--- src/hdl/hub_pkg.sv ---
// ------------------------------
// hub register block definitions
// address map, entry sizes, register selects and the bundles
// shared between the hub blocks
// ------------------------------
package hub_pkg;

    // ------------------------------
    // address map and sizes
    // ------------------------------

    // upper address nibble of the whole hub space
    localparam logic [3:0] addr_hub = 4'h1;
    // word index of the hub registers, which places them at 0x1800 to 0x1803
    localparam logic [9:0] hub_reg_base = 10'h200;
    // quadlets written by one board into its entry
    localparam logic [8:0] num_quads = 9'd29;
    // distance from the end of one entry to the start of the next 32-quadlet slot
    localparam logic [8:0] quad_offset = 9'd3;
    // boards on the bus, so board numbers are 4 bits wide
    localparam int num_boards = 16;
    // clock cycles given to each lower-numbered board for its broadcast
    localparam int slot_cycles = 256;
    // extra cycles reserved for the acknowledge packet
    localparam int ack_cycles = 150;

    // ------------------------------
    // enums
    // ------------------------------

    // hub register picked by the low two address bits
    typedef enum logic [1:0] {
        sel_seq_mask = 2'd0,
        sel_index_lo = 2'd1,
        sel_index_hi = 2'd2,
        sel_lower    = 2'd3
    } hub_sel_e;

    // broadcast trigger FSM
    typedef enum logic [1:0] {
        trig_idle = 2'd0,
        trig_wait = 2'd1,
        trig_fire = 2'd2,
        trig_done = 2'd3
    } trig_state_e;

    // ------------------------------
    // bundles
    // ------------------------------

    // one write request as it arrives from the link layer
    typedef struct packed {
        logic        wen;
        logic [15:0] waddr;
        logic [31:0] wdata;
    } hub_wr_t;

    // latched query, the lower mask only holds boards below this one
    typedef struct packed {
        logic [15:0] seq_num;
        logic [15:0] board_mask;
        logic [15:0] board_mask_lower;
    } hub_query_t;

    // ordered read list, entry 0 sits in the low nibble
    typedef logic [num_boards-1:0][3:0] read_list_t;

endpackage

--- src/hdl/hub_query_regs.sv ---
`timescale 1ns/1ps
// ------------------------------
// hub query registers
// latches the query, builds the ordered read list, tracks which
// boards have written since the query and runs the broadcast timer
// ------------------------------
module hub_query_regs
    import hub_pkg::*;
(
    input  logic                  sysclk,
    input  logic                  write_trig_reset,
    input  logic                  query_wen,
    input  hub_wr_t               wr,
    input  logic                  mem_wen,
    input  logic [3:0]            board_id,
    output hub_query_t            query,
    output read_list_t            read_list,
    output logic [num_boards-1:0] board_updated,
    output logic [13:0]           bc_timer
);

    logic [15:0] seq_num;
    logic [15:0] board_mask;
    // mask for which the read list is complete
    logic [15:0] last_mask;
    // next free read list slot and the board number under test
    logic [3:0]  cur_index;
    logic [3:0]  cur_board;
    logic [15:0] lower_sel;
    logic        new_mask;

    // all board numbers below this board
    assign lower_sel = (16'd1 << board_id) - 16'd1;

    assign query = '{
        seq_num:          seq_num,
        board_mask:       board_mask,
        board_mask_lower: lower_sel & board_mask
    };

    // a zero mask would leave the builder without any board to find
    assign new_mask = query_wen && (wr.wdata[15:0] != 16'd0);

    // ------------------------------
    // query latch, timer and update tracking
    // ------------------------------
    always_ff @(posedge sysclk) begin
        if (write_trig_reset) begin
            seq_num       <= '0;
            board_mask    <= '0;
            board_updated <= '0;
            bc_timer      <= '0;
        end else begin
            // the timer runs freely and counts from the last query
            bc_timer <= bc_timer + 14'd1;
            if (query_wen) begin
                seq_num       <= wr.wdata[31:16];
                bc_timer      <= '0;
                board_updated <= '0;
            end
            if (new_mask) begin
                board_mask <= wr.wdata[15:0];
            end
            // a peer write anywhere in its 32-quadlet slot marks that board,
            // and it wins over the clear of a query in the same cycle
            if (mem_wen) begin
                board_updated[wr.waddr[8:5]] <= 1'b1;
            end
        end
    end

    // ------------------------------
    // read list builder
    // ------------------------------
    // one board number is tested per cycle, and each selected board is
    // stored in the next slot, the walk wraps around the board numbers
    // until slot 15 is filled so the list repeats the selected boards
    always_ff @(posedge sysclk) begin
        if (write_trig_reset) begin
            last_mask <= '0;
            cur_index <= '0;
            cur_board <= '0;
            read_list <= '0;
        end else if (new_mask) begin
            // clearing last_mask forces a fresh pass for any non-zero mask
            last_mask <= '0;
            cur_index <= '0;
            cur_board <= '0;
        end else if (board_mask != last_mask) begin
            if (board_mask[cur_board]) begin
                read_list[cur_index] <= cur_board;
                cur_index            <= cur_index + 4'd1;
                if (cur_index == 4'hf) begin
                    last_mask <= board_mask;
                end
            end
            cur_board <= cur_board + 4'd1;
        end
    end

endmodule

--- config.mk ---
export PLATFORM = sky130hd
export DESIGN_NAME = hub_query_regs
export DESIGN_NICKNAME = d
export VERILOG_FILES = /design/src/hdl/hub_pkg.sv /design/src/hdl/hub_query_regs.sv
export SDC_FILE = /design/constraint.sdc
export NUM_CORES = 1
export LEC_CHECK = 0
export BUFFER_PORTS_ARGS = -buffer_cell sky130_fd_sc_hd__buf_4
export CAP_MARGIN = 15
export CORE_MARGIN = 2
export CORE_UTILIZATION = 55
export CTS_CLUSTER_SIZE = 14
export DETAILED_ROUTE_END_ITERATION = 10
export PLACE_DENSITY = 0.85
export SLEW_MARGIN = 10
export SYNTH_ARGS = -nofsm -noshare
export SYNTH_HDL_FRONTEND = slang
export SYNTH_SLANG_ARGS = --single-unit
--- constraint.sdc ---
create_clock -name sysclk -period 6.4 [get_ports sysclk]
set_clock_uncertainty 0.15 [all_clocks]
set_input_delay 1.6 -clock sysclk [delete_from_list [all_inputs] [get_ports sysclk]]
set_output_delay 1.6 -clock sysclk [all_outputs]
set_load 0.005 [all_outputs]
==> results.py, run 1 <==
metrics = {
    "yosys": {
        "synth_cell_types": 45,
        "yosys_warnings": 0,
        "yosysSeqAreaShare_pct": 45.5,
        "synth_cells": 708,
        "async_flop_share_pct": 0,
        "synth-main-ff-cell": "dfxtp_1",
        "syn_area_per_cell_um2": 9.32,
        "syn_area_um2": 6600,
        "ys_ff_latch": 150,
        "synth_edf_count": 0,
        "syn-num-nets": 772,
    },
    "clocking": {
        "hold_buffers": 0,
        "cts.sinks": 150,
        "htree_levels": 4,
        "postCtsSetupRepairBufs": 0,
        "clk_root_buffer_cell": "clkbuf_16",
        "cts_resized": 0,
        "cts_buffers": 17,
        "insertion_delay_ns": 0.42,
        "cts_tree": "done",
        "clkTransAtPathRegs_ns": 0.06,
        "clockBufferDepth": 2,
    },
    "routing": {
        "first_pass_iters": 5,
        "met1Wirelength_mm": 6.75,
        "vias": 5837,
        "met3_length_mm": 1.60,
        "post-route-drc-count": 0,
        "vias_per_cell": 5.77,
        "dr_wl_met2_mm": 8.87,
        "ant_nets": 0,
        "wl_per_cell_um": 17.4,
        "first_iter_violations": 421,
        "dr.max_layer_used": "met4",
        "wl_mm": 17.6,
    },
    "grt": {
        "grt_use_total_pct": 27.8,
        "grt_max_degree": 119,
        "overflow": 0,
        "grt_first_pass_wirelength_mm": 28.5,
        "antenna_found_initial": 0,
        "grt_pass1_vias": 5732,
    },
    "critical_path": {
        "cp_data_arrival_time_ns": 3.38,
        "worst_setup_path_end_kind": "primary output",
        "ff2ff_path_depth": 5,
        "r2r_end": "read_list[58]",
        "r2r_slack_ns": 3.40,
        "start_kind": "input port",
        "critical_path_required_ns": 4.65,
        "criticalPathCategory": "in -> out",
        "path_max_fanout": 14,
        "reg2reg_from": "cur_board[0]",
    },
    "floorplanning": {
        "num_io_pins": 199,
        "initial_core_util_pct": 57.0,
        "fp.dieH_um": 114,
        "dieWidth_um": 114,
        "core_area_um2": 11600,
        "dieArea_um2": 12900,
        "num_rows": 39,
    },
    "timing": {
        "rsz0062_at_grt": "no",
        "setup_tns_ns": 0,
        "max-slew-margin-rel_pct": 28.6,
        "drv_slew": 0,
        "finalHoldViolCount": 0,
        "finalCriticalPeriod_ns": 5.13,
        "fmax_mhz": 195,
        "worstMarginPinSlew_ns": 1.07,
        "fin_crit_sh_pct": 80.2,
        "setup_viol": 0,
    },
    "layout": {
        "n_fill_cell": 798,
        "antenna_cells": 0,
        "layout_commonest_cell": "buf_4",
        "final_cell_mix": "buf_4, dfxtp_1, mux2i_1",
        "final_cells": 1011,
        "nets": 919,
        "area_growth_pct": 30.0,
        "fin_util_pct": 74.1,
        "layout-drive-gt1-share_pct": 26.7,
    },
    "power_and_ir_drop": {
        "power_density_nw_per_um2": 255,
        "leakagePower_nw": 3.76,
        "irDropWorstVdd_v": 0.000178,
    },
    "placement": {
        "dp_cells": 979,
        "place.gp.congestion": 0.859,
        "hpwlAfterDp_mm": 12.0,
        "port_buffers": 184,
    },
    "hold_path": {
        "hold_path_class": "reg -> reg",
        "hold_start": "bc_timer[0]",
        "worstHoldEndpoint": "bc_timer[0]",
        "holdPathStages": 1,
    },
    "job": {
        "maxCapViolCount": 0,
    },
    "status": {
        "status": "completed",
    },
}
flip-flops by register name, summed over array words and instances, names as in the netlist:
register	cells
board_mask	16
cur_index	4
board_updated	16
seq_num	16
bc_timer	14
cur_board	4
last_mask	16
read_list	64
through the flow:
stage	cell area, um2	total power (W)	worst slack (ns)	hold slack, ns
after CTS	8570	0.00220	1.28	0.323
final	8570	0.00219	1.27	0.315
after detailed placement	7950	0.00115	1.29	0.308
after global routing	8570	0.00225	1.14	0.348
after floorplan	6600	0.00107	1.50	0.290
after global placement	7950	0.00114	1.33	0.290
routing by layer:
metal,vias to the layer above,global-route usage (%)
met1,2774,32.4
met4,0,11.5
met2,258,46.9
li1,2769,-
met5,-,0
met3,36,9.67
worst max-delay path by stage:
stage | from | endpoint | slack [ns]
2_1_floorplan | board_id[2] | query[10] | 1.50
5_1_grt | board_id[3] | query[10] | 1.14
4_1_cts | board_id[3] | query[10] | 1.28
3_5_place_dp | board_id[3] | query[10] | 1.29
6_report | board_id[3] | query[10] | 1.27
3_3_place_gp | board_id[3] | query[10] | 1.33
synthesized netlist by cell type (4+ instances only):
master      n  area [um2]
o31ai_1    17         128
a22oi_1    13        97.6
nor3_2      4        40.0
a21oi_1    42         210
dfxtp_1   150        3000
mux4_2      4        90.1
xor2_1      5        43.8
a32oi_1     4        35.0
nand2b_1   69         432
nand4_1    27         169
mux2i_1    80         801
nor2b_1     8        50.1
or3_1       6        37.5
inv_1       7        26.3
xnor2_1    22         193
or4_1       7        52.6
nor2_1     54         203
and3_1     12        75.1
buf_2       5        25.0
nand2_1    44         165
clkbuf_1   46         173
buf_1       5        18.8
ha_1        7        87.6
o21ai_0    10        50.1
nand3_1    28         140
kinds of logic (layout without fill, tap and decap cells):
group | after synthesis | in the layout | share of synthesized area, %
AO/OA/AOI/OAI | 95 | 95 | 9.07
XOR/XNOR | 27 | 27 | 3.58
adder cells (fa/ha/maj) | 7 | 7 | 1.33
buffers and inverters | 67 | 227 | 4.21
flip-flops | 150 | 150 | 45.5
multiplexers | 84 | 84 | 13.5
other | 1 | 1 | 0.0568
AND/OR/NAND/NOR | 277 | 277 | 22.7
power breakdown:
part,leakage (nW),internal [W],total [W],switching [W]
Sequential,1.22,0.000949,0.000969,0.0000201
Clock,0.307,0.000681,0.00106,0.000375
Combinational,2.24,0.0000750,0.000161,0.0000861
Total,3.76,0.00170,0.00219,0.000481
worst max-delay path, cell delays in order:
cell,delay (ns)
buf_4,0.16
nor3_1,0.25
nand2_1,0.09
ha_1,0.28
or2_2,0.34
o21ai_0,0.15
a22o_1,0.14
nand2_1,0.05
a21boi_0,0.19
buf_4,0.14
layout make-up:
cell class	instances	area, um2	area share (%)
Multi-Input combinational cell	491	3330	38.8
Sequential cell	150	3000	35.0
Timing Repair Buffer	188	1410	16.5
Clock buffer	23	478	5.57
Tap cell	143	179	2.09
Clock inverter	9	148	1.72
Inverter	7	26.3	0.306
(Power assumes the default switching activity.)
==> run 2, diff against run 1 <==
--- a/config.mk
+++ b/config.mk
@@ -8,10 +8,10 @@
 export BUFFER_PORTS_ARGS = -buffer_cell sky130_fd_sc_hd__buf_4
 export CAP_MARGIN = 15
 export CORE_MARGIN = 2
-export CORE_UTILIZATION = 55
+export CORE_UTILIZATION = 52
 export CTS_CLUSTER_SIZE = 14
 export DETAILED_ROUTE_END_ITERATION = 10
-export PLACE_DENSITY = 0.85
+export PLACE_DENSITY = 0.81
 export SLEW_MARGIN = 10
 export SYNTH_ARGS = -nofsm -noshare
 export SYNTH_HDL_FRONTEND = slang
==> constraint.sdc (replaced) <==
create_clock -name sysclk -period 5.1 [get_ports sysclk]
set_clock_uncertainty 0.15 [all_clocks]
set_input_delay 1.275 -clock sysclk [delete_from_list [all_inputs] [get_ports sysclk]]
set_output_delay 1.275 -clock sysclk [all_outputs]
set_load 0.005 [all_outputs]
==> run 2 against run 1 <==
  * Hold slack improved by 0.011 ns
  * Core utilization decreased by 5.7 points
  * Global-route usage decreased by 2.2 points
  * Cell count up 2.7%
  * Worst setup slack worse by 0.70 ns
  * Clock power increased by 16%
  * Critical path depth unchanged
  * Sequential power is 26% higher
  * Via count is 0.36% higher
  * Non-clock buffer count fell by 1
  * Critical path type unchanged
  * Critical endpoint unchanged
  * Highest routed layer unchanged
==> results.py, run 2 (same netlist as run 1, synthesis figures left out) <==
metrics = {
    "job": {
        "maxCapViolCount": 0,
    },
    "timing": {
        "finalCriticalPeriod_ns": 4.54,
        "finalHoldViolCount": 0,
        "rsz0062_at_grt": "no",
        "fin_crit_sh_pct": 88.9,
        "drv_slew": 0,
        "setup_tns_ns": 0,
        "worstMarginPinSlew_ns": 1.10,
        "fmax_mhz": 220,
        "max-slew-margin-rel_pct": 26.4,
        "layout_setup_ws_ns": 0.564,
        "setup_viol": 0,
    },
    "grt": {
        "grt_first_pass_wirelength_mm": 27.4,
        "overflow": 0,
        "grt_use_total_pct": 25.6,
        "grt_max_degree": 119,
        "antenna_found_initial": 0,
        "grt_pass1_vias": 5522,
    },
    "floorplanning": {
        "dieArea_um2": 13600,
        "core_area_um2": 12500,
        "num_rows": 41,
        "initial_core_util_pct": 52.7,
        "fp.dieH_um": 117,
        "num_io_pins": 199,
        "dieWidth_um": 117,
    },
    "clocking": {
        "cts_resized": 0,
        "htree_levels": 4,
        "cts_tree": "done",
        "clkTransAtPathRegs_ns": 0.06,
        "postCtsSetupRepairBufs": 0,
        "cts.sinks": 150,
        "clockBufferDepth": 2,
        "insertion_delay_ns": 0.42,
        "cts_buffers": 17,
        "clk_root_buffer_cell": "clkbuf_16",
        "hold_buffers": 0,
    },
    "hold_path": {
        "hold_path_class": "reg -> reg",
    },
    "placement": {
        "post-place-ws_ns": 0.587,
        "place.gp.congestion": 0.888,
        "port_buffers": 184,
        "hpwlAfterDp_mm": 11.9,
    },
    "critical_path": {
        "path_max_fanout": 14,
        "cp_num_buf_inv": 2,
        "path_cells": "buf_4 > nor3_1 > nand2_1 > ha_1 > or2_2 > o21ai_0 > a22o_1 > nand2_1 > a21boi_0 > buf_4",
        "criticalPathCategory": "in -> out",
        "r2r_slack_ns": 2.12,
        "cp_slowest_stage_delay_ns": 0.34,
        "worst_setup_path_end_kind": "primary output",
        "cpMaxStageDelayCell": "or2_2",
        "worst_path_dominant_cell_family": "simple AND/OR/NAND/NOR gates",
        "start_kind": "input port",
        "critical_path_required_ns": 3.67,
        "cp_data_arrival_time_ns": 3.11,
    },
    "status": {
        "status": "completed",
    },
    "layout": {
        "layout_commonest_cell": "buf_4",
        "n_fill_cell": 997,
        "area_growth_pct": 29.9,
        "antenna_cells": 0,
        "nets": 918,
        "layout-drive-gt1-share_pct": 26.8,
        "largest_reg_flops": 64,
        "final_cell_mix": "buf_4, dfxtp_1, mux2i_1",
        "top_register": "read_list",
    },
    "routing": {
        "vias_per_cell": 5.64,
        "first_iter_violations": 434,
        "wl_mm": 17.6,
        "first_pass_iters": 5,
        "wl_per_cell_um": 16.9,
        "vias": 5858,
        "ant_nets": 0,
        "post-route-drc-count": 0,
    },
    "power_and_ir_drop": {
        "irDropWorstVdd_v": 0.000222,
        "power_density_nw_per_um2": 309,
        "leakagePower_nw": 3.72,
    },
}
[run 2: cell count changes in the layout (fill, tap and decap cells not counted), moves of 2 or more]
cell / change
clkinvlp_4: +4
bufinv_16: -2
clkbuf_1: -2
clkinv_2: -2
inv_6: +2
[run 2: where the power goes]
group,switching [W],internal (W)
logic,0.000110,0.0000939
registers,0.0000254,0.00119
clock network,0.000484,0.000744
[run 2: through the flow]
| step | utilization, % | area, um2 | hold slack, ns | power, W | instances |
|---|---|---|---|---|---|
| 3_5_place_dp | 63.7 | 7980 | 0.314 | 0.00144 | 1007 |
| 3_3_place_gp | 63.7 | 7980 | 0.295 | 0.00143 | 1007 |
| 6_report | 68.5 | 8570 | 0.326 | 0.00265 | 1038 |
| 5_1_grt | 68.5 | 8570 | 0.339 | 0.00273 | 1038 |
| 4_1_cts | 68.4 | 8560 | 0.328 | 0.00266 | 1038 |
| 2_1_floorplan | - | 6600 | 0.290 | 0.00135 | 708 |
[run 2: cell type report]
type / count / area [um2] / share of cell area [%]
Inverter: 7 / 26.3 / 0.307
Clock buffer: 20 / 457 / 5.33
Tap cell: 172 / 215 / 2.51
Timing Repair Buffer: 187 / 1400 / 16.4
Sequential cell: 150 / 3000 / 35.0
Multi-Input combinational cell: 491 / 3340 / 39.0
Clock inverter: 11 / 125 / 1.46
[run 2: worst paths after layout]
kind | from | to | cells past startpoint
setup / recovery | board_id[3] | query[10] | 10
setup reg to reg | board_mask[10] | read_list[32] | 5
hold / removal | bc_timer[0] | bc_timer[0] | 1
hold reg to reg | bc_timer[0] | bc_timer[0] | 1
[run 2: per-layer routing]
metal  vias to the layer above  part of all wire (%)  track usage [%]  routed length (um)
li1                       2757                     -                -                   -
met1                      2819                    41             31.6                7150
met2                       244                    49             42.6                8640
met3                        38                   7.7             7.16                1360
met4                         0                   2.5             10.3                 444
met5                         -                     0                0                   0
[run 2: worst reg2reg max path: stages (launching register included)]
cell	delay, ns
dfxtp_1	0.51
xnor2_1	0.17
nand4_1	0.21
or4_1	1.08
nand3_1	0.55
mux2i_1	0.23
==> run 3, diff against run 2 <==
--- a/config.mk
+++ b/config.mk
@@ -7,11 +7,11 @@
 export LEC_CHECK = 0
 export BUFFER_PORTS_ARGS = -buffer_cell sky130_fd_sc_hd__buf_4
 export CAP_MARGIN = 15
-export CORE_MARGIN = 2
 export CORE_UTILIZATION = 52
 export CTS_CLUSTER_SIZE = 14
 export DETAILED_ROUTE_END_ITERATION = 10
 export PLACE_DENSITY = 0.81
+export RECOVER_POWER = 50
 export SLEW_MARGIN = 10
 export SYNTH_ARGS = -nofsm -noshare
 export SYNTH_HDL_FRONTEND = slang
==> run 3 against run 2 <==
  * Routed wire length decreased by 2.4%
  * Clock power decreased by 7%
  * Worst setup slack improved by 0.021 ns
  * Design area decreased by 1.4%
  * The run now ends with capacitance limit, slew limit left
  * First-iteration DRC count decreased by 13%
  * Largest power group is now sequential cells
  * Critical path depth unchanged
  * Core utilization increased by 0.74 points
  * Sequential cell count unchanged
  * Via count decreased by 1.2%
  * Clock-buffer cell count increased by 3
  * Maximum frequency increased by 0.47%
  * Die area decreased by 3.4%
==> results.py, run 3 (same netlist as run 1, synthesis figures left out) <==
metrics = {
    "layout": {
        "final_cells": 1035,
        "antenna_cells": 0,
        "final_cell_mix": "dfxtp_1, clkbuf_4, mux2i_1",
        "area_growth_pct": 28.1,
        "top_register": "read_list",
        "layout_commonest_cell": "dfxtp_1",
        "nets": 919,
        "largest_reg_flops": 64,
        "n_fill_cell": 1004,
        "layout-drive-gt1-share_pct": 24.3,
    },
    "floorplanning": {
        "initial_core_util_pct": 54.0,
        "fp.dieH_um": 115,
        "core_area_um2": 12200,
        "dieWidth_um": 115,
        "num_rows": 40,
        "num_io_pins": 199,
        "dieArea_um2": 13100,
    },
    "critical_path": {
        "start_kind": "input port",
        "path_cells": "buf_4 > nor3_1 > nand2_1 > ha_1 > or2_2 > o21ai_0 > a22o_1 > nand2_1 > a21boi_0 > buf_4",
        "criticalPathCategory": "in -> out",
        "cp_slowest_stage_delay_ns": 0.34,
        "cpMaxStageDelayCell": "or2_2",
        "worst_setup_path_end_kind": "primary output",
        "path_max_fanout": 14,
        "cp_data_arrival_time_ns": 3.09,
        "critical_path_required_ns": 3.67,
    },
    "placement": {
        "place.gp.congestion": 0.824,
        "port_buffers": 184,
        "post-place-ws_ns": 0.604,
        "dp_cells": 1004,
        "hpwlAfterDp_mm": 12.0,
    },
    "routing": {
        "ant_nets": 0,
        "first_pass_iters": 5,
        "wl_per_cell_um": 16.6,
        "vias": 5790,
        "first_iter_violations": 379,
        "post-route-drc-count": 0,
        "wl_mm": 17.2,
        "vias_per_cell": 5.59,
    },
    "timing": {
        "drv_slew": 65,
        "finalHoldViolCount": 0,
        "hold_slack_ns": 0.313,
        "finalCriticalPeriod_ns": 4.51,
        "fin_crit_sh_pct": 88.5,
        "setup_viol": 0,
        "setup_tns_ns": 0,
        "rsz0062_at_grt": "no",
        "layout_setup_ws_ns": 0.586,
        "fmax_mhz": 222,
        "max-slew-margin-rel_pct": -68.9,
        "worstMarginPinSlew_ns": 2.53,
    },
    "power_and_ir_drop": {
        "total_power_w": 0.00257,
        "power_density_nw_per_um2": 304,
        "leakagePower_nw": 3.58,
        "irDropWorstVdd_v": 0.000253,
    },
    "hold_path": {
        "hold_path_class": "reg -> reg",
    },
    "grt": {
        "overflow": 0,
        "grt_max_degree": 65,
        "grt_pass1_vias": 5559,
        "antenna_found_initial": 0,
        "grt_use_total_pct": 26.7,
        "grt_first_pass_wirelength_mm": 27.5,
    },
    "clocking": {
        "insertion_delay_ns": 0.41,
        "cts.sinks": 150,
        "clkTransAtPathRegs_ns": 0.06,
        "cts_buffers": 17,
        "cts_tree": "done",
        "clk_root_buffer_cell": "clkbuf_16",
        "hold_buffers": 0,
        "cts_resized": 0,
        "clockBufferDepth": 2,
        "htree_levels": 4,
        "postCtsSetupRepairBufs": 0,
    },
    "job": {
        "maxCapViolCount": 1,
    },
    "status": {
        "status": "finished, violations left",
        "violations": "capacitance limit, slew limit",
    },
}
-- run 3: changes by cell type in the layout (fill, tap and decap cells not counted), sizes merged --
cell / before / now
inv: 9 / 8
clkbuf: 20 / 138
clkinv: 2 / 5
bufinv: 2 / 1
clkinvlp: 5 / 1
buf: 187 / 73
-- run 3: power breakdown --
part	switching, W	internal, W	leakage, nW	total, W
Sequential	0.0000251	0.00119	1.22	0.00122
Clock	0.000460	0.000693	0.267	0.00115
Combinational	0.000108	0.0000917	2.10	0.000199
Total	0.000593	0.00198	3.58	0.00257
-- run 3: final cells by class --
type / count / area (um2) / area share [%]
sequential: 150 / 3000 / 35.5
inverter: 7 / 26.3 / 0.311
clock inverter: 8 / 75.1 / 0.888
multi-input combinational: 491 / 3330 / 39.4
clock buffer: 23 / 468 / 5.54
timing repair buffer: 188 / 1340 / 15.8
tap: 168 / 210 / 2.49
-- run 3: layer usage --
layer | share of wire, % | vias to the layer above | GRT usage (%)
met4 | 1.9 | 0 | 9.18
li1 | - | 2761 | -
met5 | 0 | - | 0
met2 | 49 | 210 | 44.6
met3 | 6.1 | 27 | 7.04
met1 | 43 | 2792 | 33.4
-- run 3: worst paths after layout --
kind	start	depth (start not counted)	end	slack, ns
setup / recovery	board_id[3]	10	query[10]	0.59
hold / removal	bc_timer[0]	1	bc_timer[0]	0.31
setup reg to reg	cur_board[0]	6	read_list[34]	2.14
hold reg to reg	bc_timer[0]	1	bc_timer[0]	0.31
-- run 3: critical path, delay by kind of cell --
family                     cells  cell delay, ns
buffers and inverters          2            0.30
and+or+nand+nor                4            0.76
adders and majority gates      1            0.28
AOI/OAI and AO/OA              3            0.46
-- run 3: stage by stage --
step                      cell area [um2]  util (%)
after global placement               7980      65.3
after global routing                 8450      69.2
final                                8450      69.2
after floorplan                      6600         -
after detailed placement             7980      65.3
after CTS                            8520      69.8
