$ cat src/hdl/hub_pkg.sv
// ------------------------------
// hub register block definitions
// address map, entry sizes, register selects and the bundles
// shared between the hub blocks
// ------------------------------
package hub_pkg;

    // ------------------------------
    // address map and sizes
    // ------------------------------

    // upper address nibble of the whole hub space
    localparam logic [3:0] addr_hub = 4'h1;
    // word index of the hub registers, which places them at 0x1800 to 0x1803
    localparam logic [9:0] hub_reg_base = 10'h200;
    // quadlets written by one board into its entry
    localparam logic [8:0] num_quads = 9'd29;
    // distance from the end of one entry to the start of the next 32-quadlet slot
    localparam logic [8:0] quad_offset = 9'd3;
    // boards on the bus, so board numbers are 4 bits wide
    localparam int num_boards = 16;
    // clock cycles given to each lower-numbered board for its broadcast
    localparam int slot_cycles = 256;
    // extra cycles reserved for the acknowledge packet
    localparam int ack_cycles = 150;

    // ------------------------------
    // enums
    // ------------------------------

    // hub register picked by the low two address bits
    typedef enum logic [1:0] {
        sel_seq_mask = 2'd0,
        sel_index_lo = 2'd1,
        sel_index_hi = 2'd2,
        sel_lower    = 2'd3
    } hub_sel_e;

    // broadcast trigger FSM
    typedef enum logic [1:0] {
        trig_idle = 2'd0,
        trig_wait = 2'd1,
        trig_fire = 2'd2,
        trig_done = 2'd3
    } trig_state_e;

    // ------------------------------
    // bundles
    // ------------------------------

    // one write request as it arrives from the link layer
    typedef struct packed {
        logic        wen;
        logic [15:0] waddr;
        logic [31:0] wdata;
    } hub_wr_t;

    // latched query, the lower mask only holds boards below this one
    typedef struct packed {
        logic [15:0] seq_num;
        logic [15:0] board_mask;
        logic [15:0] board_mask_lower;
    } hub_query_t;

    // ordered read list, entry 0 sits in the low nibble
    typedef logic [num_boards-1:0][3:0] read_list_t;

endpackage

$ cat src/hdl/hub_read_xlate.sv
`timescale 1ns/1ps
// ------------------------------
// hub read address translation
// maps back-to-back host reads onto the 29-quadlet entries of the
// boards in the read list and spots the trailing timing quadlet
// ------------------------------
module hub_read_xlate
    import hub_pkg::*;
(
    input  logic        sysclk,
    input  logic        write_trig_reset,
    input  logic        query_wen,
    input  logic [15:0] reg_raddr,
    input  read_list_t  read_list,
    input  logic [13:0] bc_timer,
    output logic [8:0]  mem_raddr,
    output logic [3:0]  read_board,
    output logic        is_extra,
    output logic [13:0] bc_read_start
);

    // next entry boundary in host addresses (29, 58, 87 and so on)
    logic [8:0] mult_nq;
    // quadlets skipped so far, grows by 3 per finished entry
    logic [8:0] offset;
    logic       mem_space;
    logic       at_start;
    logic       at_boundary;
    logic [8:0] addr_add;
    logic [8:0] raddr_off;

    // the hub memory occupies 0x1000 to 0x11ff
    assign mem_space   = (reg_raddr[15:12] == addr_hub) && (reg_raddr[11:9] == 3'd0);
    assign at_start    = mem_space && (reg_raddr[8:0] == 9'd0);
    assign at_boundary = mem_space && (reg_raddr[8:0] == mult_nq);

    // ------------------------------
    // translation state
    // ------------------------------
    // a read of address 0 restarts the sweep, so the host can read the
    // hub again after one query, a partial read may continue from where
    // the previous one stopped as long as the addresses stay contiguous
    always_ff @(posedge sysclk) begin
        if (write_trig_reset) begin
            mult_nq       <= num_quads;
            offset        <= '0;
            bc_read_start <= '0;
        end else if (query_wen || at_start) begin
            mult_nq <= num_quads;
            offset  <= '0;
            // remember when the host started reading, relative to the query
            if (!query_wen) begin
                bc_read_start <= bc_timer;
            end
        end else if (at_boundary) begin
            mult_nq <= mult_nq + num_quads;
            offset  <= offset + quad_offset;
        end
    end

    // the state only moves on the boundary edge, so the boundary read
    // itself adds the gap here, and a restart at 0 ignores the old offset
    always_comb begin
        if (at_start) begin
            addr_add = 9'd0;
        end else if (at_boundary) begin
            addr_add = offset + quad_offset;
        end else begin
            addr_add = offset;
        end
    end

    assign raddr_off = reg_raddr[8:0] + addr_add;

    // bits 8:5 pick the list slot, the low bits the quadlet in the entry
    assign read_board = read_list[raddr_off[8:5]];
    assign mem_raddr  = {read_board, raddr_off[4:0]};

    // once the list wraps back to its first board, every entry has been
    // read and the next quadlet carries the timing information
    assign is_extra = (addr_add != 9'd0) && (read_board == read_list[0]);

endmodule

$ cat config.mk
export PLATFORM = sky130hd
export DESIGN_NAME = hub_read_xlate
export DESIGN_NICKNAME = d
export VERILOG_FILES = /design/src/hdl/hub_pkg.sv /design/src/hdl/hub_read_xlate.sv
export SDC_FILE = /design/constraint.sdc
export NUM_CORES = 1
export LEC_CHECK = 0
export BUFFER_PORTS_ARGS = -buffer_cell sky130_fd_sc_hd__clkbuf_2
export CAP_MARGIN = 5
export CORE_MARGIN = 2
export CORE_UTILIZATION = 36
export CTS_BUF_LIST = sky130_fd_sc_hd__clkbuf_8 sky130_fd_sc_hd__clkbuf_16
export DETAILED_ROUTE_END_ITERATION = 16
export GPL_ROUTABILITY_DRIVEN = 0
export GPL_TIMING_DRIVEN = 0
export SLEW_MARGIN = 0
export SYNTH_ARGS = -nofsm -noshare
export SYNTH_HDL_FRONTEND = slang
export SYNTH_SLANG_ARGS = --single-unit
$ cat constraint.sdc
create_clock -name sysclk -period 9.15 [get_ports sysclk]
set_clock_uncertainty 0.05 [all_clocks]
set_input_delay 0.915 -clock sysclk [delete_from_list [all_inputs] [get_ports sysclk]]
set_output_delay 0.915 -clock sysclk [all_outputs]
set_load 0.005 [all_outputs]
==> results of run 1 <==
## through the flow
step	hold slack, ns	util	power, W	instance area (µm²)
floorplan	0.398	-	0.000189	2700
global placement	0.387	0.475	0.000225	3440
detailed placement	0.395	0.475	0.000226	3440
CTS	0.405	0.490	0.000361	3550
global route	0.421	0.490	0.000373	3550
finish	0.403	0.490	0.000355	3550
## layer usage
layer | up-vias | share of wire
li1 | 1349 | -
met2 | 94 | 0.49
met3 | 3 | 0.059
met4 | 0 | 0.0024
met1 | 1214 | 0.45
met5 | - | 0
## worst max-delay path by stage
stage | end | depth (start not counted) | slack (ns)
2_1_floorplan | is_extra | 17 | 3.11
3_3_place_gp | is_extra | 19 | 2.18
3_5_place_dp | is_extra | 19 | 2.20
4_1_cts | is_extra | 19 | 2.17
5_1_grt | is_extra | 19 | 1.80
6_report | is_extra | 19 | 2.21
## worst max-delay path, cell delays in order
cell	delay, ns
clkbuf_2	0.12
nor4_1	0.37
nand4_1	0.20
nor2_1	0.50
clkbuf_1	0.41
nor2_1	0.10
ha_1	0.23
fa_1	0.44
a21oi_1	0.21
o221ai_2	0.17
xnor2_2	0.39
buf_2	0.35
buf_2	0.32
mux4_2	0.34
mux2i_1	0.15
mux2i_1	0.14
xor2_1	0.17
a2111oi_2	0.28
clkbuf_2	0.17
## power by group through the flow
| stage | combinational (W) | clock (W) | sequential (W) |
|---|---|---|---|
| after global routing | 0.0000905 | 0.000143 | 0.000139 |
| final | 0.0000824 | 0.000133 | 0.000139 |
| after CTS | 0.0000835 | 0.000138 | 0.000139 |
| after global placement | 0.0000823 | 0 | 0.000142 |
| after detailed placement | 0.0000831 | 0 | 0.000142 |
| after floorplan | 0.0000466 | 0 | 0.000142 |
## cell usage in the layout (no fill, tap or decap), types with 3 or more instances in the layout
cell type,instances
clkbuf_2,124
nand2_1,40
mux2i_1,38
dfxtp_1,32
xnor2_1,23
a21oi_1,23
nor2_1,22
nor4_1,11
ha_1,10
xor2_1,8
clkbuf_1,7
nand3_1,7
mux4_2,7
inv_1,6
clkbuf_8,5
nand4_1,4
or3_1,4
buf_4,4
nor3_2,3
o211ai_1,3
o21ai_0,3
## final cells by class
cell class	instances	area [µm²]	share of cell area
buffer	16	104	0.0292
clock buffer	5	68.8	0.0194
clock inverter	3	42.5	0.0120
inverter	6	22.5	0.00634
multi-input combinational	247	1930	0.543
sequential	32	641	0.180
tap	99	124	0.0349
timing repair buffer	124	621	0.175
## cell families after synthesis
family / after synthesis / share of synthesized area
fa+ha+maj: 11 / 0.0538
buf+inv: 22 / 0.0468
xor+xnor: 34 / 0.121
simple gates: 111 / 0.225
mux: 47 / 0.209
compound gates: 44 / 0.107
flops: 32 / 0.237
## sequential cells by signal, summed over array words and instances (netlist names)
name,count
mult_nq,9
offset,9
bc_read_start,14
==> summary.txt, run 1 <==
status - completed
worst rel slew slack - 0.497
Sinks on Clock Net - 32
Skew-Pair Late Insertion Delay - 0.28 ns
drt total wl - 6960 µm
post-synthesis average cell area - 8.96 µm²
vias in the first global route - 2671
Max Cap Viol - 0
crit path max fanout - 10
Crit Reg-Reg Endpoint - mult_nq[8]
synth top area cells - dfxtp_1 (24%), mux2i_1 (14%), xnor2_1 (7.5%)
final setup vio count - 0
chip width - 90.6 µm
first-pass GRT wire length - 11800 µm
final critical-path share of the clock period - 0.758
area of the core - 7250 µm²
post-CTS setup buffers - 0
Longest Clk Path Bufs - 2
reg-to-reg startpoint - mult_nq[0]
DRT iter0 DRCs - 80
Hold Path End - bc_read_start[1]
Post-synth EDFFs - 0
Total GRT Usage - 0.170
Cell Area, Synth - 2700 µm²
fin. max-slew vios - 0
final hold viol count - 0
power per cell area - 99.8 nW/µm²
Final Net Count - 540
most used routing layer - met2
Switching Fraction - 0.253
die area - 8200 µm²
share of the synthesized area in the top cell type - 0.237
Net Sw Power - 0.0000896 W
depth of the most critical reg-to-reg path - 8
n_diodes - 0
critical path required time - 8.19 ns
Starting Density - 0.372
TritonRoute pass-1 iters - 4
Peak VDD IR - 66.1 µV
sequential area share after synthesis - 0.237
CTS root buffer - clkbuf_8
achievable frequency - 144 MHz
grt met1 use - 0.221
Syn Nets - 409
Fill cells - 758
GRT Residual Overflow - 0
count leader, synth - nand2_1
Routed wire per std cell - 13.1 µm
Synth cell types - 57
R2R setup slack - 7.12 ns
startpoint types - input port
Cells after Synth - 301
Flop pwr share - 0.393
post-route setup slack - 2.21 ns
DP Wirelength - 5900 µm
synthesized flop and latch total - 32
CTS Buf Count - 5
Lkg Pwr - 1.62 nW
site row count - 31
cell taking the most area after synthesis - dfxtp_1
CTS tree - yes
Reg clk slew, reported paths - 0.07 ns
most frequent cells after synthesis - nand2_1 (40), mux2i_1 (38), dfxtp_1 (32)
routed vias - 2660
largest net degree at the start of global routing - 12
Port Buffer Count - 124
WHS Path Cells - 2
Layout Cells excl Fill - 532
YS warnings - 0
share of cells above drive strength 1 - 0.390
Clock power frac - 0.375
DR DRC count - 0
ANT nets after route - 0
DP Worst Slack - 2.20 ns
Hold Path Class - flip-flop to flip-flop
vias per inst - 5.00
initial antenna violation count - 0
cts hold-fix bufs - 0
asr flop ratio synth - 0
Arrival @ worst endpoint - 5.97 ns
RSZ-0062 raised after global routing - no
Layout Area Growth over Synthesis - 31.7%
Setup crit start - reg_raddr[0]
Top Ports - 125
critical path capture point type - output pin
htree depth - 2
Most used DFF post-synth - dfxtp_1
Worst Tran Pin Value - 0.752 ns
crit path time final - 6.94 ns
# resized after CTS - 0
final total negative setup slack - 0 ns
worst hold start - bc_read_start[1]
Die Ht - 90.6 µm
GR met3 Demand/Resource - 0.0359
Internal - 0.000265 W
placed insts - 524
GR Util met2 - 0.290
crit path kind - input port to output pin
combinational share of power - 0.232
Power figures use the tool's default switching activity.
==> inputs of run 2 (changes only) <==
Settings changed: PLACE_DENSITY set to 0.67.
Clock period 9.15 ns to 6.25 ns, I/O delays scaled along.
==> run 2 against run 1 <==
Setup slack got worse by 1.9 ns. Via count up 0.34%. Sequential share of layout area is 0.21 points lower. Power is 47% higher. Critical endpoint unchanged. Highest routed layer unchanged.
==> summary.txt, run 2 (synthesis gave the netlist of run 1 again) <==
status - completed (unchanged)
Longest Clk Path Bufs - 2 (unchanged)
Crit Reg-Reg Endpoint - mult_nq[7] (was mult_nq[8])
critical path required time - 5.57 ns (was 8.19 ns)
GR Util met2 - 0.316 (was 0.290)
crit path time final - 5.90 ns
Top Ports - 125 (unchanged)
CTS tree - yes (unchanged)
slowest cell delay on critical path - 0.44 ns (was 0.50 ns)
Lkg Pwr - 1.64 nW (was 1.62 nW)
most used cell along the critical path - clkbuf_2
depth of the most critical reg-to-reg path - 8 (unchanged)
crit path max fanout - 10 (unchanged)
drt total wl - 7030 µm (was 6960 µm)
site row count - 31 (unchanged)
htree depth - 2 (unchanged)
Sinks on Clock Net - 32 (unchanged)
Final Total Pwr - 0.000520 W (was 0.000355 W)
DR DRC count - 0 (unchanged)
DP Wirelength - 5910 µm (was 5900 µm)
Reg clk slew, reported paths - 0.07 ns (about the same)
TritonRoute pass-1 iters - 4 (unchanged)
Skew-Pair Late Insertion Delay - 0.28 ns (about the same)
Max Cap Viol - 0 (unchanged)
chip width - 90.6 µm (unchanged)
final setup vio count - 0 (unchanged)
startpoint types - input port (unchanged)
Routed wire per std cell - 13.2 µm (was 13.1 µm)
commonest cells after routing, fill and taps aside - clkbuf_2 (125), nand2_1 (40), mux2i_1 (38), dfxtp_1 (32), xnor2_1 (23) (was clkbuf_2 (124), nand2_1 (40), mux2i_1 (38), dfxtp_1 (32))
n_diodes - 0 (unchanged)
reg-to-reg startpoint - mult_nq[1] (was mult_nq[0])
Hold Path Class - flip-flop to flip-flop (unchanged)
Port Buffer Count - 124 (unchanged)
Top Registers - bc_read_start: 14 flops, mult_nq: 9 flops, offset: 9 flops (unchanged)
RSZ-0062 raised after global routing - no (unchanged)
vias per inst - 5.01 (was 5.00)
ANT nets after route - 0 (unchanged)
Final Net Count - 541 (was 540)
critical path capture point type - output pin (unchanged)
max FFs per register - 14 (unchanged)
power per cell area - 145 nW/µm² (was 99.8 nW/µm²)
Die Ht - 90.6 µm (unchanged)
CTS root buffer - clkbuf_8 (unchanged)
final critical-path share of the clock period - 0.944
final hold viol count - 0 (unchanged)
die area - 8200 µm² (unchanged)
worst rel slew slack - 0.672 (was 0.497)
GRT Residual Overflow - 0 (unchanged)
R2R setup slack - 4.23 ns (was 7.12 ns)
area of the core - 7250 µm² (unchanged)
cells along the critical path - clkbuf_2 -> nor4b_4 -> nand4_1 -> nor2_2 -> clkbuf_2 -> nor2_1 -> ha_1 -> fa_1 -> a21oi_1 -> o221ai_2 -> a21o_1 -> a21oi_2 -> xnor3_1 -> buf_6 -> mux2i_1 -> mux2i_2 -> or3_1 -> a2111oi_2 -> clkbuf_2 (was clkbuf_2 -> nor4_1 -> nand4_1 -> nor2_1 -> clkbuf_1 -> nor2_1 -> ha_1 -> fa_1 -> a21oi_1 -> o221ai_2 -> xnor2_2 -> buf_2 -> buf_2 -> mux4_2 -> mux2i_1 -> mux2i_1 -> xor2_1 -> a2111oi_2 -> clkbuf_2)
routed vias - 2669 (was 2660)
share of cells above drive strength 1 - 0.399 (was 0.390)
Layout Area Growth over Synthesis - 33.3% (was 31.7%)
fin util - 0.496 (was 0.490)
CP max-delay cell - fa_1 (was nor2_1)
Starting Density - 0.372 (unchanged)
CTS Buf Count - 5 (unchanged)
initial antenna violation count - 0 (unchanged)
leading cell type in the layout, fill and taps excluded - clkbuf_2 (unchanged)
crit path kind - input port to output pin (unchanged)
Worst Tran Pin Value - 0.488 ns (was 0.752 ns)
stages on the worst setup path - 19 (unchanged)
GR met3 Demand/Resource - 0.0217 (was 0.0359)
achievable frequency - 169 MHz
Peak VDD IR - 84.4 µV (was 66.1 µV)
vias in the first global route - 2665 (was 2671)
CP delay by family, top - simple AND/OR/NAND/NOR gates (was buffers and inverters)
worst setup path endpoint - is_extra (unchanged)
Hold Slack - 0.400 ns (was 0.403 ns)
Setup crit start - reg_raddr[9] (was reg_raddr[0])
fin. max-slew vios - 0 (unchanged)
most used routing layer - met2 (unchanged)
Arrival @ worst endpoint - 5.23 ns (was 5.97 ns)
first-pass GRT wire length - 11700 µm (was 11800 µm)
WHS Path Cells - 2 (unchanged)
Total GRT Usage - 0.169 (was 0.170)
largest net degree at the start of global routing - 11 (was 12)
DRT iter0 DRCs - 104 (was 80)
Largest Register - bc_read_start (unchanged)
grt met1 use - 0.204 (was 0.221)
WP buf/inv - 4 (was 5)
run 2: cell count changes in the layout (fill, tap and decap cells not counted), sizes merged:
| cell | previous run | this run |
|---|---|---|
| clkbuf | 136 | 138 |
| inv | 6 | 7 |
| buf | 9 | 8 |
| clkinvlp | 1 | 0 |
run 2: how the worst min path moves through the flow:
stage / end / from
final: bc_read_start[7] / bc_read_start[7]
after global routing: bc_read_start[0] / bc_read_start[0]
after CTS: bc_read_start[2] / bc_read_start[2]
after detailed placement: bc_read_start[2] / bc_read_start[2]
after global placement: bc_read_start[2] / bc_read_start[2]
after floorplan: bc_read_start[0] / bc_read_start[0]
run 2: where the power goes:
| group | internal (W) | switching, W | total, W |
|---|---|---|---|
| clock network | 0.000117 | 0.0000755 | 0.000192 |
| logic | 0.0000680 | 0.0000558 | 0.000124 |
| registers | 0.000204 | 0.000000000910 | 0.000204 |
| total | 0.000388 | 0.000131 | 0.000520 |
run 2: final cells by class:
type	instances	area [µm²]
flip-flops and latches	32	641
plain buffers	16	110
clock inverters	3	38.8
fillers	712	3660
multi-input cells	247	1960
inverters	6	22.5
repair buffers	125	628
well taps	99	124
clock buffers	5	68.8
run 2: per-layer routing:
metal  routed length [µm]  vias up
met1                 3050     1242
met5                    0        -
met2                 3560       70
met3                  354        6
li1                     -     1351
met4                   68        0
run 2: what timing repair did:
item,4_1_cts,5_1_grt
resized for setup,2,6
pin swaps,0,1
hold buffers,0,0
endpoints found under the hold margin,0,0
buffers inserted,0,1
setup endpoints to repair,1,1
run 2: per-stage QoR:
| stage | setup WS, ns | setup TNS, ns | instance area [µm²] | instances |
|---|---|---|---|---|
| floorplan | 0.788 | 0 | 2700 | 301 |
| global placement | -0.0802 | -0.0802 | 3440 | 524 |
| detailed placement | -0.155 | -0.155 | 3440 | 524 |
| CTS | 0.0769 | 0 | 3550 | 532 |
| global route | 0.0140 | 0 | 3590 | 533 |
| finish | 0.348 | 0 | 3590 | 533 |
run 2: worst register-to-register path: stages, from the launching register on:
cell	delay, ns
dfxtp_1	0.44
xnor2_1	0.19
nand4_2	0.17
or3_4	0.42
buf_6	0.15
nor2_1	0.17
nand3_1	0.12
xor2_1	0.15
nor2_1	0.05
==> inputs of run 3 (changes only) <==
Settings changed: BUFFER_PORTS_ARGS -buffer_cell sky130_fd_sc_hd__clkbuf_2 to -buffer_cell sky130_fd_sc_hd__buf_2.
==> run 3 against run 2 <==
Non-clock buffer count stayed put. Fmax is 0.17% lower. Sequential power hardly changed. Final cell count stayed put. Wire length is 1.6% higher. Largest power group unchanged. Critical path type unchanged. Via count is 0.26% lower.
==> summary.txt, run 3 (synthesis gave the netlist of run 1 again) <==
power per cell area - 145 nW/µm² (about the same)
Longest Clk Path Bufs - 2 (unchanged)
CTS root buffer - clkbuf_8 (unchanged)
Switching Fraction - 0.255 (was 0.253)
commonest cells after routing, fill and taps aside - buf_2 (124), nand2_1 (40), mux2i_1 (38), dfxtp_1 (32) (was clkbuf_2 (125), nand2_1 (40), mux2i_1 (38), dfxtp_1 (32), xnor2_1 (23))
area of the core - 7250 µm² (unchanged)
Largest Register - bc_read_start (unchanged)
fin. max-slew vios - 0 (unchanged)
worst rel slew slack - 0.657 (was 0.672)
multi-input logic area - 1970 µm² (was 1960 µm²)
Reg clk slew, reported paths - 0.06 ns (was 0.07 ns)
largest net degree at the start of global routing - 11 (unchanged)
reg-to-reg startpoint - mult_nq[6] (was mult_nq[1])
die area - 8200 µm² (unchanged)
leading cell type in the layout, fill and taps excluded - buf_2 (was clkbuf_2)
Lkg Pwr - 1.64 nW (about the same)
crit path max fanout - 10 (unchanged)
depth of the most critical reg-to-reg path - 6 (was 8)
DP Wirelength - 5890 µm (was 5910 µm)
Peak VDD IR - 63.4 µV (was 84.4 µV)
drt total wl - 7140 µm (was 7030 µm)
ANT nets after route - 0 (unchanged)
placed insts - 524 (unchanged)
Flop pwr share - 0.391 (was 0.392)
Clock power frac - 0.372 (was 0.370)
Arrival @ worst endpoint - 5.24 ns (was 5.23 ns)
final setup vio count - 0 (unchanged)
n_diodes - 0 (unchanged)
DRT iter0 DRCs - 147 (was 104)
cts hold-fix bufs - 0 (unchanged)
Final Net Count - 541 (unchanged)
DR DRC count - 0 (unchanged)
critical path required time - 5.57 ns (about the same)
final total negative setup slack - 0 ns (unchanged)
Worst Tran Pin Value - 0.511 ns (was 0.488 ns)
vias in the first global route - 2633 (was 2665)
Starting Density - 0.372 (unchanged)
Hold Path Class - flip-flop to flip-flop (unchanged)
max FFs per register - 14 (unchanged)
Total GRT Usage - 0.170 (was 0.169)
share of cells above drive strength 1 - 0.394 (was 0.399)
achievable frequency - 169 MHz (about the same)
Skew-Pair Late Insertion Delay - 0.29 ns (was 0.28 ns)
Top Ports - 125 (unchanged)
chip width - 90.6 µm (unchanged)
Layout Cells excl Fill - 533 (unchanged)
CTS tree - yes (unchanged)
WHS Path Cells - 2 (unchanged)
site row count - 31 (unchanged)
Hold Slack - 0.398 ns (was 0.400 ns)
crit path time final - 5.91 ns (was 5.90 ns)
Sinks on Clock Net - 32 (unchanged)
Crit Reg-Reg Endpoint - offset[6] (was mult_nq[7])
status - completed (unchanged)
Layout Area Growth over Synthesis - 33.4% (was 33.3%)
GRT Residual Overflow - 0 (unchanged)
Top Registers - bc_read_start: 14 flops, mult_nq: 9 flops, offset: 9 flops (unchanged)
R2R setup slack - 4.20 ns (was 4.23 ns)
Net Sw Power - 0.000133 W (was 0.000131 W)
first-pass GRT wire length - 11700 µm (about the same)
htree depth - 2 (unchanged)
TritonRoute pass-1 iters - 6 (was 4)
CTS Buf Count - 5 (unchanged)
vias per inst - 4.99 (was 5.01)
final hold viol count - 0 (unchanged)
Port Buffer Count - 124 (unchanged)
crit path kind - input port to output pin (unchanged)
Hold Path End - bc_read_start[8] (was bc_read_start[7])
combinational share of power - 0.237 (was 0.238)
final critical-path share of the clock period - 0.946 (was 0.944)
routed vias - 2662 (was 2669)
worst hold start - bc_read_start[8] (was bc_read_start[7])
Internal - 0.000388 W (about the same)
Max Cap Viol - 0 (unchanged)
Die Ht - 90.6 µm (unchanged)
initial antenna violation count - 0 (unchanged)
Fill cells - 692 (was 712)
register area - 641 µm² (unchanged)
startpoint types - input port (unchanged)
RSZ-0062 raised after global routing - no (unchanged)
critical path capture point type - output pin (unchanged)
Routed wire per std cell - 13.4 µm (was 13.2 µm)
## run 3: cell count changes in the layout (fill, tap and decap cells not counted)
cell      previous run  this run
clkbuf_2           125         1
nor2_1              20        21
a21oi_1             22        23
nor2_4               0         1
nor3_2               3         2
nor3_4               0         1
a21oi_2              3         2
nor2_2               2         0
buf_2                0       124
## run 3: worst max-delay path, cell delays in order
cell and delay (ns):
buf_2 0.11, nor4b_4 0.38, nand4_2 0.18, or3_4 0.42
buf_6 0.15, nor2_1 0.14, xnor2_1 0.20, nor2_1 0.08
ha_1 0.35, a21oi_1 0.31, o221ai_2 0.23, a21o_1 0.23
a21oi_2 0.16, xnor3_1 0.33, buf_6 0.16, mux2i_1 0.18
mux2i_2 0.13, or3_1 0.39, a2111oi_2 0.29, buf_2 0.18
## run 3: worst max path at each step
stage | from | end | cells past startpoint
after global placement | reg_raddr[9] | is_extra | 19
final | reg_raddr[9] | is_extra | 20
after global routing | reg_raddr[9] | is_extra | 19
after CTS | reg_raddr[9] | is_extra | 19
after detailed placement | reg_raddr[9] | is_extra | 19
after floorplan | reg_raddr[9] | is_extra | 17
## run 3: cell type report
class | instances | area share
tap | 99 | 0.0344
multi-input combinational | 247 | 0.546
sequential | 32 | 0.178
clock buffer | 5 | 0.0191
clock inverter | 3 | 0.0108
buffer | 16 | 0.0306
inverter | 6 | 0.00626
timing repair buffer | 125 | 0.174
## run 3: repair_timing
item | 4_1_cts | 5_1_grt
buffers inserted | 0 | 1
cloned | 0 | 0
resized for setup | 1 | 8
endpoints found under the hold margin | 0 | 0
endpoints found under the setup margin | 1 | 2
pin swaps | 0 | 1
## run 3: per-layer routing
metal | track usage | wire length, µm | up-vias | share of wire
li1 | - | - | 1355 | -
met1 | 0.204 | 3120 | 1233 | 0.44
met2 | 0.311 | 3620 | 66 | 0.51
met3 | 0.0284 | 298 | 8 | 0.042
met4 | 0.0487 | 94 | 0 | 0.013
met5 | 0 | 0 | - | 0
## run 3: metrics by stage
stage	worst slack [ns]	total power (W)	cell area, µm²	utilization
3_5_place_dp	-0.0698	0.000330	3440	0.475
6_report	0.338	0.000521	3600	0.496
5_1_grt	0.0156	0.000547	3600	0.496
3_3_place_gp	-0.0778	0.000328	3440	0.475
4_1_cts	0.0158	0.000523	3550	0.490
2_1_floorplan	0.788	0.000277	2700	-
## run 3: power groups by stage
stage | registers, W | clock network (W) | logic (W)
finish | 0.000204 | 0.000194 | 0.000123
detailed placement | 0.000208 | 0 | 0.000121
global placement | 0.000208 | 0 | 0.000120
global route | 0.000204 | 0.000208 | 0.000135
CTS | 0.000204 | 0.000197 | 0.000122
floorplan | 0.000208 | 0 | 0.0000683
